## config.mk

```make
export PLATFORM = sky130hd
export DESIGN_NAME = miner_top
export DESIGN_NICKNAME = d
export VERILOG_FILES = /design/src/design/miner_pkg.sv /design/src/design/item_ram.sv /design/src/design/miner_config_regs.sv /design/src/design/miner_top.sv /design/src/design/rope_controller.sv /design/src/design/score_keeper.sv /design/src/design/trig_table.sv
export SDC_FILE = /design/constraint.sdc
export NUM_CORES = 1
export LEC_CHECK = 0
export BUFFER_PORTS_ARGS = -buffer_cell sky130_fd_sc_hd__buf_2
export CAP_MARGIN = 0
export CORE_ASPECT_RATIO = 0.7
export CORE_MARGIN = 1.5
export CORE_UTILIZATION = 40
export CTS_CLUSTER_SIZE = 10
export DETAILED_ROUTE_END_ITERATION = 7
export SYNTH_ARGS = -nofsm -noshare
export SYNTH_HDL_FRONTEND = slang
export SYNTH_SLANG_ARGS = --single-unit
```

## constraint.sdc

```tcl
create_clock -name clock -period 15.8 [get_ports clock]
set_clock_uncertainty 0.1 [all_clocks]
set_input_delay 0.79 -clock clock [delete_from_list [all_inputs] [get_ports clock]]
set_output_delay 0.79 -clock clock [all_outputs]
set_load 0.005 [all_outputs]
```

## src/design/miner_pkg.sv

```systemverilog
// game constants sized for a 320x240 playfield, item words hold 9-bit x and 8-bit y only
package miner_pkg;

    localparam int coord_w = 10;
    localparam int frac_w = 8;
    localparam int item_addr_w = 4;
    localparam int count_w = item_addr_w + 1;
    localparam int item_word_w = 32;
    localparam int frame_w = 16;
    localparam int value_w = 8;
    localparam int score_w = 10;
    localparam int mag_w = 9;
    localparam int cfg_addr_w = 2;
    localparam int hold_w = 2;
    localparam int st_w = 4;

    localparam logic [count_w-1:0] item_count_max = 5'd16;

    // rope geometry, all in pixels or degrees
    localparam logic [coord_w-1:0] origin_x = 10'd160;
    localparam logic [coord_w-1:0] origin_y = 10'd45;
    localparam logic [coord_w-1:0] rope_min = 10'd20;
    localparam logic [coord_w-1:0] rope_max = 10'd275;
    localparam logic [coord_w-1:0] delta_len = 10'd6;
    localparam logic [coord_w-1:0] deg_start = 10'd165;
    localparam logic [coord_w-1:0] deg_low = 10'd15;
    localparam logic [coord_w-1:0] deg_high = 10'd165;

    // item word layout
    localparam int field_x_lsb = 23;
    localparam int field_x_w = 9;
    localparam int field_y_lsb = 11;
    localparam int field_y_w = 8;
    localparam int field_type_lsb = 2;
    localparam int field_type_w = 2;
    localparam int field_vis_bit = 1;
    localparam int field_mov_bit = 0;

    localparam logic [coord_w-1:0] item_w = 10'd22;
    localparam logic [coord_w-1:0] item_h = 10'd6;
    localparam logic [coord_w-1:0] bound_left = 10'd10;
    localparam logic [coord_w-1:0] bound_right = 10'd310;
    localparam logic [coord_w-1:0] bound_bottom = 10'd230;

    localparam logic [cfg_addr_w-1:0] cfg_addr_frame = 2'd0;
    localparam logic [cfg_addr_w-1:0] cfg_addr_count = 2'd1;
    localparam logic [cfg_addr_w-1:0] cfg_addr_value = 2'd2;

    localparam logic [hold_w-1:0] up_hold_frames = 2'd3;

    // register defaults after reset
    localparam logic [frame_w-1:0] frame_reset = 16'd4;
    localparam logic [value_w-1:0] stone_reset = 8'd1;
    localparam logic [value_w-1:0] gold_reset = 8'd2;
    localparam logic [value_w-1:0] gem_reset = 8'd5;

    // rope controller states
    localparam logic [st_w-1:0] st_stop = 4'd0;
    localparam logic [st_w-1:0] st_swing_ccw = 4'd1;
    localparam logic [st_w-1:0] st_swing_cw = 4'd2;
    localparam logic [st_w-1:0] st_step_down = 4'd3;
    localparam logic [st_w-1:0] st_scan_read = 4'd4;
    localparam logic [st_w-1:0] st_scan_cmp = 4'd5;
    localparam logic [st_w-1:0] st_mark_moving = 4'd6;
    localparam logic [st_w-1:0] st_step_up = 4'd7;
    localparam logic [st_w-1:0] st_drag_write = 4'd8;
    localparam logic [st_w-1:0] st_award = 4'd9;

endpackage

```

## src/design/item_ram.sv

```systemverilog
// read-first on a write to the same address, contents undefined until loaded
`timescale 1ns/100ps

module item_ram (
    input  logic                                clock,
    input  logic                                we,
    input  logic [miner_pkg::item_addr_w-1:0]   addr,
    input  logic [miner_pkg::item_word_w-1:0]   wdata,
    output logic [miner_pkg::item_word_w-1:0]   q
);
    import miner_pkg::*;

    logic [item_word_w-1:0] mem [item_count_max];

    always_ff @(posedge clock) begin
        if (we) begin
            mem[addr] <= wdata;
        end
        q <= mem[addr];
    end

endmodule

```

## src/design/miner_config_regs.sv

```systemverilog
// item counts above 16 are clamped to 16, unused addresses are ignored
`timescale 1ns/100ps

module miner_config_regs (
    input  logic                                clock,
    input  logic                                resetn,
    input  logic                                cfg_we,
    input  logic [miner_pkg::cfg_addr_w-1:0]    cfg_addr,
    input  logic [31:0]                         cfg_wdata,
    output logic [miner_pkg::frame_w-1:0]       frame_period,
    output logic [miner_pkg::count_w-1:0]       item_count,
    output logic [miner_pkg::value_w-1:0]       value_stone,
    output logic [miner_pkg::value_w-1:0]       value_gold,
    output logic [miner_pkg::value_w-1:0]       value_gem
);
    import miner_pkg::*;

    always_ff @(posedge clock) begin
        if (!resetn) begin
            frame_period <= frame_reset;
            item_count <= '0;
            value_stone <= stone_reset;
            value_gold <= gold_reset;
            value_gem <= gem_reset;
        end else if (cfg_we) begin
            case (cfg_addr)
                cfg_addr_frame: frame_period <= cfg_wdata[frame_w-1:0];
                cfg_addr_count: begin
                    if (cfg_wdata > item_count_max)
                        item_count <= item_count_max;
                    else
                        item_count <= cfg_wdata[count_w-1:0];
                end
                // stone in the low byte, then gold, then gem
                cfg_addr_value: begin
                    value_stone <= cfg_wdata[0 +: value_w];
                    value_gold <= cfg_wdata[value_w +: value_w];
                    value_gem <= cfg_wdata[2*value_w +: value_w];
                end
                default: ;
            endcase
        end
    end

endmodule

```

## src/design/miner_top.sv

```systemverilog
// load writes are ignored while enable is high, a write cycle takes the port from the draw side
`timescale 1ns/100ps

module miner_top (
    input  logic                                clock,
    input  logic                                resetn,
    input  logic                                cfg_we,
    input  logic [miner_pkg::cfg_addr_w-1:0]    cfg_addr,
    input  logic [31:0]                         cfg_wdata,
    input  logic                                load_we,
    input  logic [miner_pkg::item_addr_w-1:0]   load_addr,
    input  logic [miner_pkg::item_word_w-1:0]   load_data,
    input  logic                                draw_busy,
    input  logic [miner_pkg::item_addr_w-1:0]   draw_addr,
    output logic [miner_pkg::item_word_w-1:0]   item_q,
    input  logic                                enable,
    input  logic                                go_key,
    output logic [miner_pkg::coord_w-1:0]       degree,
    output logic [miner_pkg::coord_w-1:0]       rope_len,
    output logic [miner_pkg::coord_w-1:0]       end_x,
    output logic [miner_pkg::coord_w-1:0]       end_y,
    output logic [miner_pkg::score_w-1:0]       score
);
    import miner_pkg::*;

    logic [frame_w-1:0] frame_period;
    logic [count_w-1:0] item_count;
    logic [value_w-1:0] value_stone;
    logic [value_w-1:0] value_gold;
    logic [value_w-1:0] value_gem;
    logic [mag_w-1:0] sin_mag;
    logic [mag_w-1:0] cos_mag;
    logic cos_neg;
    logic [item_addr_w-1:0] rope_addr;
    logic rope_we;
    logic [item_word_w-1:0] rope_wdata;
    logic score_en;
    logic [value_w-1:0] score_delta;
    logic ram_we;
    logic [item_addr_w-1:0] ram_addr;
    logic [item_word_w-1:0] ram_wdata;

    // host loads only while play is off
    assign ram_we = enable ? rope_we : load_we;
    assign ram_wdata = enable ? rope_wdata : load_data;
    always_comb begin
        if (ram_we)
            ram_addr = enable ? rope_addr : load_addr;
        else
            ram_addr = draw_busy ? draw_addr : rope_addr;
    end

    miner_config_regs i_config (
        .clock(clock), .resetn(resetn), .cfg_we(cfg_we), .cfg_addr(cfg_addr),
        .cfg_wdata(cfg_wdata), .frame_period(frame_period), .item_count(item_count),
        .value_stone(value_stone), .value_gold(value_gold), .value_gem(value_gem)
    );

    rope_controller i_rope (
        .clock(clock), .resetn(resetn), .enable(enable), .go_key(go_key),
        .draw_busy(draw_busy), .frame_period(frame_period), .item_count(item_count),
        .value_stone(value_stone), .value_gold(value_gold), .value_gem(value_gem),
        .sin_mag(sin_mag), .cos_mag(cos_mag), .cos_neg(cos_neg), .rope_q(item_q),
        .degree(degree), .rope_len(rope_len), .end_x(end_x), .end_y(end_y),
        .rope_addr(rope_addr), .rope_we(rope_we), .rope_wdata(rope_wdata),
        .score_en(score_en), .score_delta(score_delta)
    );

    trig_table i_trig (
        .degree(degree), .sin_mag(sin_mag), .cos_mag(cos_mag), .cos_neg(cos_neg)
    );

    item_ram i_ram (
        .clock(clock), .we(ram_we), .addr(ram_addr), .wdata(ram_wdata), .q(item_q)
    );

    score_keeper i_score (
        .clock(clock), .resetn(resetn), .score_en(score_en),
        .score_delta(score_delta), .score(score)
    );

endmodule

```

## src/design/rope_controller.sv

```systemverilog
// go_key must be clean, item x above 511 or y above 255 cannot be caught
`timescale 1ns/100ps

module rope_controller (
    input  logic                                clock,
    input  logic                                resetn,
    input  logic                                enable,
    input  logic                                go_key,
    input  logic                                draw_busy,
    input  logic [miner_pkg::frame_w-1:0]       frame_period,
    input  logic [miner_pkg::count_w-1:0]       item_count,
    input  logic [miner_pkg::value_w-1:0]       value_stone,
    input  logic [miner_pkg::value_w-1:0]       value_gold,
    input  logic [miner_pkg::value_w-1:0]       value_gem,
    input  logic [miner_pkg::mag_w-1:0]         sin_mag,
    input  logic [miner_pkg::mag_w-1:0]         cos_mag,
    input  logic                                cos_neg,
    input  logic [miner_pkg::item_word_w-1:0]   rope_q,
    output logic [miner_pkg::coord_w-1:0]       degree,
    output logic [miner_pkg::coord_w-1:0]       rope_len,
    output logic [miner_pkg::coord_w-1:0]       end_x,
    output logic [miner_pkg::coord_w-1:0]       end_y,
    output logic [miner_pkg::item_addr_w-1:0]   rope_addr,
    output logic                                rope_we,
    output logic [miner_pkg::item_word_w-1:0]   rope_wdata,
    output logic                                score_en,
    output logic [miner_pkg::value_w-1:0]       score_delta
);
    import miner_pkg::*;

    logic [st_w-1:0] state;
    logic [coord_w+frac_w-1:0] len_fx;
    logic [frame_w-1:0] frame_cnt;
    logic [count_w-1:0] scan_idx;
    logic [hold_w-1:0] hold_cnt;
    logic go_prev;
    logic go_flag;
    logic swing_cw;
    logic caught;
    logic settled;
    logic [item_word_w-1:0] item_word;
    logic [item_word_w-1:0] drag_word;
    logic [coord_w+mag_w-1:0] dx_full;
    logic [coord_w+mag_w-1:0] dy_full;
    logic [coord_w-1:0] dx;
    logic [coord_w-1:0] dy;
    logic [field_x_w-1:0] item_x;
    logic [field_y_w-1:0] item_y;
    logic waiting;
    logic frame_done;
    logic tick;
    logic hit;
    logic at_edge;
    logic near_rest;

    assign rope_len = len_fx[frac_w +: coord_w];
    assign rope_addr = scan_idx[item_addr_w-1:0];

    // tip offset, trig magnitudes carry a factor of 256
    assign dx_full = rope_len * cos_mag;
    assign dy_full = rope_len * sin_mag;
    assign dx = dx_full[frac_w +: coord_w];
    assign dy = dy_full[frac_w +: coord_w];

    always_ff @(posedge clock) begin
        if (cos_neg)
            end_x <= (dx >= origin_x) ? '0 : origin_x - dx;
        else
            end_x <= origin_x + dx;
        end_y <= origin_y + dy;
    end

    assign waiting = state == st_swing_ccw || state == st_swing_cw
                  || state == st_step_down || state == st_step_up;
    assign frame_done = (frame_cnt + 1'b1) >= frame_period;
    assign tick = waiting && frame_done && !draw_busy;

    // hit box of a visible item that is not already hooked
    assign item_x = rope_q[field_x_lsb +: field_x_w];
    assign item_y = rope_q[field_y_lsb +: field_y_w];
    assign hit = rope_q[field_vis_bit] && !rope_q[field_mov_bit]
              && end_x >= item_x && end_x <= item_x + item_w
              && end_y + item_h >= item_y && end_y <= item_y + item_w;

    assign at_edge = end_x <= bound_left || end_x >= bound_right
                  || end_y >= bound_bottom || rope_len >= rope_max;
    assign near_rest = rope_len <= rope_min + delta_len;

    // caught item follows the tip
    always_comb begin
        drag_word = item_word;
        drag_word[field_x_lsb +: field_x_w] = end_x[field_x_w-1:0];
        drag_word[field_y_lsb +: field_y_w] = end_y[field_y_w-1:0];
    end

    always_ff @(posedge clock) begin
        if (!resetn) begin
            state <= st_stop;
            len_fx <= {rope_min, {frac_w{1'b0}}};
            degree <= deg_start;
            frame_cnt <= '0;
            scan_idx <= '0;
            hold_cnt <= '0;
            go_prev <= 1'b0;
            go_flag <= 1'b0;
            swing_cw <= 1'b0;
            caught <= 1'b0;
            settled <= 1'b0;
            rope_we <= 1'b0;
            score_en <= 1'b0;
        end else begin
            rope_we <= 1'b0;
            score_en <= 1'b0;
            go_prev <= go_key;
            if (!waiting || tick)
                frame_cnt <= '0;
            else if (!frame_done)
                frame_cnt <= frame_cnt + 1'b1;
            if (go_key && !go_prev && (state == st_swing_ccw || state == st_swing_cw))
                go_flag <= 1'b1;

            if (!enable) begin
                state <= st_stop;
                len_fx <= {rope_min, {frac_w{1'b0}}};
                degree <= deg_start;
                go_flag <= 1'b0;
                caught <= 1'b0;
                settled <= 1'b0;
            end else begin
                case (state)
                    st_stop: begin
                        swing_cw <= 1'b0;
                        state <= st_swing_ccw;
                    end
                    st_swing_ccw, st_swing_cw: begin
                        if (tick && go_flag) begin
                            go_flag <= 1'b0;
                            state <= st_step_down;
                        end else if (tick && swing_cw) begin
                            degree <= degree + 1'b1;
                            if (degree + 1'b1 >= deg_high) begin
                                swing_cw <= 1'b0;
                                state <= st_swing_ccw;
                            end
                        end else if (tick) begin
                            degree <= degree - 1'b1;
                            if (degree - 1'b1 <= deg_low) begin
                                swing_cw <= 1'b1;
                                state <= st_swing_cw;
                            end
                        end
                    end
                    st_step_down: begin
                        if (tick) begin
                            len_fx <= len_fx + {delta_len, {frac_w{1'b0}}};
                            scan_idx <= '0;
                            state <= st_scan_read;
                        end
                    end
                    // address goes out here, data is compared next cycle
                    st_scan_read: begin
                        if (scan_idx >= item_count) begin
                            hold_cnt <= '0;
                            state <= at_edge ? st_step_up : st_step_down;
                        end else if (!draw_busy) begin
                            state <= st_scan_cmp;
                        end
                    end
                    st_scan_cmp: begin
                        if (hit) begin
                            item_word <= rope_q;
                            item_word[field_mov_bit] <= 1'b1;
                            caught <= 1'b1;
                            state <= st_mark_moving;
                        end else begin
                            scan_idx <= scan_idx + 1'b1;
                            state <= st_scan_read;
                        end
                    end
                    st_mark_moving: begin
                        rope_we <= 1'b1;
                        rope_wdata <= item_word;
                        hold_cnt <= up_hold_frames;
                        state <= st_step_up;
                    end
                    st_step_up: begin
                        if (tick && hold_cnt != '0) begin
                            hold_cnt <= hold_cnt - 1'b1;
                        end else if (tick) begin
                            if (near_rest)
                                len_fx <= {rope_min, {frac_w{1'b0}}};
                            else
                                len_fx <= len_fx - {delta_len, {frac_w{1'b0}}};
                            if (caught)
                                state <= st_drag_write;
                            else if (near_rest)
                                state <= swing_cw ? st_swing_cw : st_swing_ccw;
                        end
                    end
                    // one cycle for end_x and end_y to follow the new length
                    st_drag_write: begin
                        settled <= !settled;
                        if (settled) begin
                            rope_we <= 1'b1;
                            rope_wdata <= drag_word;
                            item_word <= drag_word;
                            hold_cnt <= up_hold_frames;
                            state <= (rope_len == rope_min) ? st_award : st_step_up;
                        end
                    end
                    st_award: begin
                        score_en <= 1'b1;
                        case (item_word[field_type_lsb +: field_type_w])
                            2'd0: score_delta <= value_stone;
                            2'd1: score_delta <= value_gold;
                            default: score_delta <= value_gem;
                        endcase
                        rope_we <= 1'b1;
                        rope_wdata <= item_word;
                        rope_wdata[field_vis_bit] <= 1'b0;
                        rope_wdata[field_mov_bit] <= 1'b0;
                        caught <= 1'b0;
                        state <= swing_cw ? st_swing_cw : st_swing_ccw;
                    end
                    default: state <= st_stop;
                endcase
            end
        end
    end

endmodule

```

## src/design/score_keeper.sv

```systemverilog
// score holds at 1023 once reached, there is no way to subtract
`timescale 1ns/100ps

module score_keeper (
    input  logic                            clock,
    input  logic                            resetn,
    input  logic                            score_en,
    input  logic [miner_pkg::value_w-1:0]   score_delta,
    output logic [miner_pkg::score_w-1:0]   score
);
    import miner_pkg::*;

    // one extra bit catches the overflow
    logic [score_w:0] sum;

    assign sum = score + score_delta;

    always_ff @(posedge clock) begin
        if (!resetn)
            score <= '0;
        else if (score_en)
            score <= sum[score_w] ? '1 : sum[score_w-1:0];
    end

endmodule

```

## src/design/trig_table.sv

```systemverilog
// magnitudes scaled by 256 in 8-degree bins, valid only for degree 0 to 180
`timescale 1ns/100ps

module trig_table (
    input  logic [miner_pkg::coord_w-1:0]   degree,
    output logic [miner_pkg::mag_w-1:0]     sin_mag,
    output logic [miner_pkg::mag_w-1:0]     cos_mag,
    output logic                            cos_neg
);
    import miner_pkg::*;

    logic [coord_w-1:0] folded;
    logic [coord_w-1:0] compl;

    // sine at the middle of each bin
    function automatic logic [mag_w-1:0] sin_bin(input logic [coord_w-1:0] angle);
        case (angle[coord_w-1:3])
            7'd0: sin_bin = 9'd18;
            7'd1: sin_bin = 9'd53;
            7'd2: sin_bin = 9'd88;
            7'd3: sin_bin = 9'd120;
            7'd4: sin_bin = 9'd150;
            7'd5: sin_bin = 9'd178;
            7'd6: sin_bin = 9'd202;
            7'd7: sin_bin = 9'd222;
            7'd8: sin_bin = 9'd237;
            7'd9: sin_bin = 9'd248;
            7'd10: sin_bin = 9'd255;
            default: sin_bin = 9'd256;
        endcase
    endfunction

    // mirror the upper quadrant onto 0 to 90
    assign folded = (degree > 10'd90) ? 10'd180 - degree : degree;
    assign compl = 10'd90 - folded;

    assign sin_mag = sin_bin(folded);
    assign cos_mag = sin_bin(compl);
    assign cos_neg = degree > 10'd90;

endmodule

```

Word-level counts from Yosys, hierarchy flattened --
Memory sizes are Yosys's and may differ from the RTL's. A register that Yosys moved wholly into a read port is not among the register bits. Index checks and enable logic that the tools add are counted.
Cells by class: eq/ne operators 30, multipliers 2, add/sub/neg operators 16, reduce and logical (&&, ||, !) cells 56, order comparisons 16, mux-type cells 66, bitwise operators 3
Operators with widths (count):
- 32-bit two-way mux | 4
- 32-bit one-hot mux with 3 select lines | 1
- 18-bit two-way mux | 4
- 4-bit two-way mux | 17
- 32-bit one-hot mux with 2 select lines | 1
- 10-bit two-way mux | 6
- 10-bit by 9-bit multiplier with 18-bit output | 2
- 18-bit one-hot mux with 2 select lines | 1
- 4-bit one-hot mux with 9 select lines | 1
- 32-bit by 5-bit > comparator with 1-bit output (second input constant) | 1
- 10-bit by 8-bit >= comparator with 1-bit output (second input constant) | 3
- 10-bit by 9-bit >= comparator with 1-bit output (second input constant) | 2
- 10-bit <= comparator | 2
- 10-bit by 4-bit <= comparator with 1-bit output (second input constant) | 2
- 8-bit by 10-bit subtractor with 10-bit output (first input constant) | 2
- 18-bit by 11-bit adder with 18-bit output (second input constant) | 1
- 9-bit two-way mux | 2
- 18-bit by 11-bit subtractor with 18-bit output (second input constant) | 1
- 16-bit by 1-bit adder with 16-bit output (second input constant) | 1
- 4-bit by 3-bit == test with 1-bit output (second input constant) | 4
- 16-bit >= comparator | 1
- 8-bit one-hot mux with 2 select lines | 1
- 5-bit two-way mux | 3
- 5-bit AND reduction | 3
- other kinds (51) | 123
Storage, ports and cells: register bits after elaboration 209, input bits 81, ROM bits 288, memory bits (writable) 512, logic and storage cells 217, memories kept 3
Memories:
- i_ram.mem | words 16, bits a word 32, read ports 1, clocked after Yosys merged registers in 1, wr ports 1, RTL line item_ram.sv:13 | logic [item_word_w-1:0] mem [item_count_max];
- (name not given) | words 16, bits a word 9, read ports 1, clocked after Yosys merged registers in 0, wr ports 0, RTL line trig_table.sv:17 | case (angle[coord_w-1:3])
- (name not given) | words 16, bits a word 9, read ports 1, clocked after Yosys merged registers in 0, wr ports 0, RTL line trig_table.sv:17

Depth between registers and ports, before layout --
depth after elaboration 10, depth in mapped cells 40, mapped depth without buffers 38

By module --
A second synthesis with hierarchy kept.
Unflattened totals: cells, all modules 3017, area total of the unflattened synthesis 38547.0 sq um
By module, submodules not included:
- item_ram | area an instance 19862.8 sq um, seq. area each 16015.4 sq um, times used 1, cells an instance 840
- rope_controller | area an instance 14211.1 sq um, seq. area each 3593.4 sq um, times used 1, cells an instance 1614
- miner_config_regs | area an instance 1752.9 sq um, seq. area each 900.9 sq um, times used 1, cells an instance 206
- trig_table | area an instance 1485.2 sq um, seq. area each 0.0 sq um, times used 1, cells an instance 218
- score_keeper | area an instance 728.2 sq um, seq. area each 200.2 sq um, times used 1, cells an instance 86
- miner_top | area an instance 506.7 sq um, seq. area each 0.0 sq um, times used 1, cells an instance 53

Worst setup path before layout --
OpenSTA, ideal clock, no wires.
kind register to register, start point register i_rope.degree[0] in the netlist's numbering, end point register i_rope.end_x[9] in the netlist's numbering, arrival 8159 ps, slack 7449 ps, library setup time 92 ps, cell stages (with the launch flop) 35, period minus slack after synthesis 8351 ps, cells stage by stage dfxtp_1 buf_2 inv_1 ha_1 nor2b_1 o21bai_4 a21oi_2 nor2_1 nor2_1 inv_1 ha_1 nor4b_1 a311o_1 a221oi_2 o211a_4 nand2_2 a21oi_1 buf_2 and2_1 fa_1 fa_1 fa_1 inv_1 fa_1 inv_1 ha_1 o21a_1 o21a_1 and3_1 a21o_1 o41a_1 a21oi_2 xor2_2 xnor3_1 o32ai_1
On the way: cells in the longest elaborated chain, start to end 9, elaborated cells on any way between the ends 13
RTL lines:
- start: declaration | RTL line rope_controller.sv:19 | output logic [miner_pkg::coord_w-1:0] degree,
- start signal: assignment | RTL line rope_controller.sv:100 | degree <= deg_start;
- start signal: assignment | RTL line rope_controller.sv:125 | degree <= deg_start;
- start signal: assignment | RTL line rope_controller.sv:140 | degree <= degree + 1'b1;
- 8-bit by 10-bit subtractor with 10-bit output / 10-bit by 7-bit > comparator with 1-bit output (equally long branches) | RTL line trig_table.sv:34, trig_table.sv:39
- 10-bit two-way mux | RTL line trig_table.sv:34 | assign folded = (degree > 10'd90) ? 10'd180 - degree : degree;
- 7-bit by 10-bit subtractor with 10-bit output | RTL line trig_table.sv:35 | assign compl = 10'd90 - folded;
- memory 16 x 9 bit / 3-bit zero test (equally long branches)
- 9-bit two-way mux | RTL line trig_table.sv:17
- 10-bit by 9-bit multiplier with 18-bit output | RTL line rope_controller.sv:60 | assign dx_full = rope_len * cos_mag;
- 8-bit by 10-bit subtractor with 10-bit output / 10-bit by 8-bit >= comparator with 1-bit output (equally long branches) | RTL line rope_controller.sv:67 | end_x <= (dx >= origin_x) ? '0 : origin_x - dx;
- 10-bit two-way mux | RTL line rope_controller.sv:67
- 10-bit two-way mux (*) | RTL line rope_controller.sv:66 | if (cos_neg)
- end signal: assignment | RTL line rope_controller.sv:67
- end signal: assignment | RTL line rope_controller.sv:69 | end_x <= origin_x + dx;
- end: declaration | RTL line rope_controller.sv:21 | output logic [miner_pkg::coord_w-1:0] end_x,
Every way passes the cells marked *; elsewhere a longest branch is shown, timed or not. A chain may end at the register's enable or synchronous reset.

Worst setup path after layout --
Same ends and word-level chain as after synthesis.

==> out/results.txt <==
The number of max-capacitance violations reported was 0. The die footprint was 95900 µm²; the total instance count after detailed placement was 4206. The run gives 3 as the H-tree depth reported by CTS. The count of standard-cell rows came out at 93. The tree is rooted in a sky130_fd_sc_hd__clkbuf_16.

Clock tree synthesis inserted a total of 85 buffers. The vertical die dimension was 260 µm. The netlist uses 95 different library cells. The hold violation total from the final report was 0; the total negative slack was 0 ps. STA puts the critical path data required time at 16250 ps.

The beginning of the critical path is i_rope.degree[0]. The worst relative slew slack came out at 0.253. The run gives 12 as the initial antenna violation count.

Using the TritonRoute via totals, the vias-per-cell ratio works out to 5.40. The number of gates resized after CTS was 0. The total track usage was 0.197.

Once detail routing completed, the nets flagged for antenna violations numbered 0. Setup repair after global routing left no endpoint under its margin. The first detailed-routing pass ran for 5 iterations. By startpoint and endpoint, the worst setup path is classified as reg -> reg.

The tools report the category of the worst setup path capture point as a register. Total number of nets in the final design: 3397. In the routed design, unresolved DRC markers number 0. The cts-stage hold buffer count came out at 0.

Leading register cell type out of synthesis: sky130_fd_sc_hd__edfxtp_1. For the count of non-filler cells in the finished layout, the log shows 4359. Final period utilization: 0.610. In this run the tool buffered the top-level ports with 161 buffer cells. The worst hold path begins at cfg_wdata[22]. The logs give 0.458 for the core utilization of the finished layout and 0.0808 mV for the worst ir drop on vdd. The area of the multi-input gates is 15700 µm². The number of global-route vias before repair is 22698. The clock sink count was 743; the synthesized instance count was 2896.

The fmax came out at 0.104 GHz. The library cell used most frequently in the layout, excluding fill and tap cells, is sky130_fd_sc_hd__edfxtp_1. The ratio of cells with drive above 1 in the final layout was 0.166. The post-synthesis sequential area ratio was 0.551; the stage delay of the slowest cell on the critical path was 750 ps.

The number of DRC markers in iteration 0 was 2072; the worst-margin pin slew was 1120 ps. The count of endpoints failing setup in the final report is 0, and the yosys synthesis warning count is 0. The clock transition time at the flip-flop clock pins of the worst setup and hold paths was 60 ps; the arrival time at the worst endpoint was 10080 ps. The combined area of all synthesized cells is 37600 µm², and the time the worst path needs with I/O delays and setup is 9630 ps. The leakage power of the design was 0.0158 µW; the first-pass GRT wire length was 143000 µm. The tightest min-delay check is of the in -> reg type.

In the layout the commonest cells are sky130_fd_sc_hd__edfxtp_1 (583), sky130_fd_sc_hd__nand2_1 (295), sky130_fd_sc_hd__inv_1 (216), sky130_fd_sc_hd__buf_2 (161), sky130_fd_sc_hd__dfxtp_1 (160). The number of buffers added for setup after CTS was 0; the core footprint was 92500 µm². 163 I/O pins were placed. The share of synthesized registers carrying an async set or reset came out at 0.

The flow ran to the end, and the final reports show no timing, DRC or antenna violations. Among all stages on the critical path, the largest delay is contributed by sky130_fd_sc_hd__a21oi_1. Total length of routed wires: 94800 µm. For the routability-driven placement congestion ratio, the log shows 0.866.

The tools report the pin count of the biggest net entering global routing as 69. The HPWL after detailed placement is 61200 µm, and the synthesis-to-layout area growth is 12.8%. The tools report the initial core utilization as 0.406. For the overflow left after global routing, the log shows 0. In this run the horizontal extent of the chip is 369 µm. The synthesized design contains 583 enable-type register cells. The clock reaches the later pin of the worst-skew pair after 650 ps. In this run the power density over the cells is 105 nW/µm². Worst flop-to-flop path startpoint: i_rope.degree[0]. The average wire per cell in the routed design works out to 21.7 µm. The run gives 23545 as the total via count in the routed design. The worst setup path is launched from a register.

The design draws 4450 µW. The smallest hold slack is 290 ps, and the count of state elements after synthesis is 743. TritonCTS built the clock tree. Fill cells in the final layout number 8290. A synthesized cell averages 13.0 µm².

Number of max-slew violations in the final report: 0. The clock passes through at most 3 buffers. The sequential cells in the finished layout cover a total of 20700 µm².

Along the worst path, the maximum fanout reaches 12.
==> kinds of logic after synthesis <==
group	after synthesis	share of synthesized area
AND/OR/NAND/NOR	744	0.0946
flip-flops	743	0.551
AO/OA/AOI/OAI	466	0.0806
buffers and inverters	350	0.0365
adder cells (fa/ha/maj)	258	0.107
multiplexers	217	0.102
XOR/XNOR	116	0.0293
other	2	0.000200
==> per-layer routing <==
metal	part of all wire	vias to the layer above	track usage
li1	-	10906	-
met1	0.50	11749	0.309
met2	0.41	730	0.276
met3	0.072	142	0.0434
met4	0.019	18	0.0454
met5	0.0011	-	0
==> cells in the mapped netlist, types with 5 or more instances <==
library cell	instances	area, µm²
sky130_fd_sc_hd__nor2_1	131	492
sky130_fd_sc_hd__and4_1	10	87.6
sky130_fd_sc_hd__o211ai_1	15	113
sky130_fd_sc_hd__o21ai_1	5	25.0
sky130_fd_sc_hd__o21a_1	7	52.6
sky130_fd_sc_hd__fa_1	104	2080
sky130_fd_sc_hd__ha_1	154	1930
sky130_fd_sc_hd__o31ai_1	9	67.6
sky130_fd_sc_hd__mux2_2	35	394
sky130_fd_sc_hd__a22oi_1	7	52.6
sky130_fd_sc_hd__clkbuf_1	96	360
sky130_fd_sc_hd__xnor2_1	75	657
sky130_fd_sc_hd__buf_4	5	37.5
sky130_fd_sc_hd__nor3_1	46	230
sky130_fd_sc_hd__xor2_1	35	307
sky130_fd_sc_hd__nand3_1	42	210
sky130_fd_sc_hd__and2_1	80	500
sky130_fd_sc_hd__nand4_1	9	56.3
sky130_fd_sc_hd__a31oi_1	9	56.3
sky130_fd_sc_hd__inv_1	216	811
sky130_fd_sc_hd__or3_1	12	75.1
sky130_fd_sc_hd__a211oi_1	49	368
sky130_fd_sc_hd__buf_1	9	33.8
sky130_fd_sc_hd__edfxtp_1	583	17500
sky130_fd_sc_hd__nor2b_1	42	263
sky130_fd_sc_hd__nand2b_1	14	87.6
sky130_fd_sc_hd__a21o_1	34	255
sky130_fd_sc_hd__mux4_2	128	2880
sky130_fd_sc_hd__dfxtp_1	160	3200
sky130_fd_sc_hd__and3_1	14	87.6
sky130_fd_sc_hd__buf_2	19	95.1
sky130_fd_sc_hd__a221oi_1	5	43.8
sky130_fd_sc_hd__nand3b_1	11	82.6
sky130_fd_sc_hd__nand2_1	296	1110
sky130_fd_sc_hd__o22ai_1	10	62.6
sky130_fd_sc_hd__o21ai_0	91	455
sky130_fd_sc_hd__nor4_1	14	87.6
sky130_fd_sc_hd__a21oi_1	156	781
sky130_fd_sc_hd__a21oi_2	6	52.6
sky130_fd_sc_hd__mux2i_1	54	541
==> through the flow <==
step | instance area, µm² | setup slack (ps)
after floorplan | 37600 | 7450
after global placement | 39900 | 6440
after detailed placement | 39900 | 6230
after CTS | 42400 | 6190
after global routing | 42400 | 5650
final | 42400 | 6170
==> flip-flops by register name (all words and copies together), names as in the netlist, 8 cells and up <==
name	flops
i_score.score	10
i_rope.degree	10
i_rope.item_word	31
i_ram.mem	512
i_rope.end_x	10
i_rope.len_fx	9
i_rope.score_delta	8
i_rope.frame_cnt	16
i_config.value_gold	8
i_rope.rope_wdata	32
i_rope.end_y	10
i_config.frame_period	16
i_config.value_stone	8
i_config.value_gem	8
i_ram.q	32
==> cell type report <==
cell class	instances	area share
sequential	743	0.488
timing repair buffer	199	0.0257
clock buffer	142	0.0559
clock inverter	9	0.00325
antenna	2	0.000118
multi-input combinational	1810	0.371
inverter	219	0.0194
tap	1235	0.0364
==> critical path, delay by kind of cell, from the launching register on <==
family                   cells  cell delay, ps
buffers and inverters        4             440
flip-flops                   1             550
AO/OA/AOI/OAI               12            3280
AND/OR/NAND/NOR              7            1440
adder cells (fa/ha/maj)      7            2920
XOR/XNOR                     2             830
==> report_power, final <==
part	internal (µW)	switching (µW)	total, µW	leakage, µW
Clock	1040	766	1810	0.00119
Sequential	2150	53.9	2200	0.00655
Combinational	188	255	443	0.00808
Total	3380	1070	4450	0.0158
==> path summary, 6_finish.rpt <==
path,end,slack (ps),cells after the start
setup reg to reg,i_rope.end_x[9],6170,32
hold / removal,i_config.value_gem[6],290,3
hold reg to reg,i_rope.rope_wdata[7],320,0
setup / recovery,i_rope.end_x[9],6170,32
Note: power is estimated with default switching activity, not from simulation.
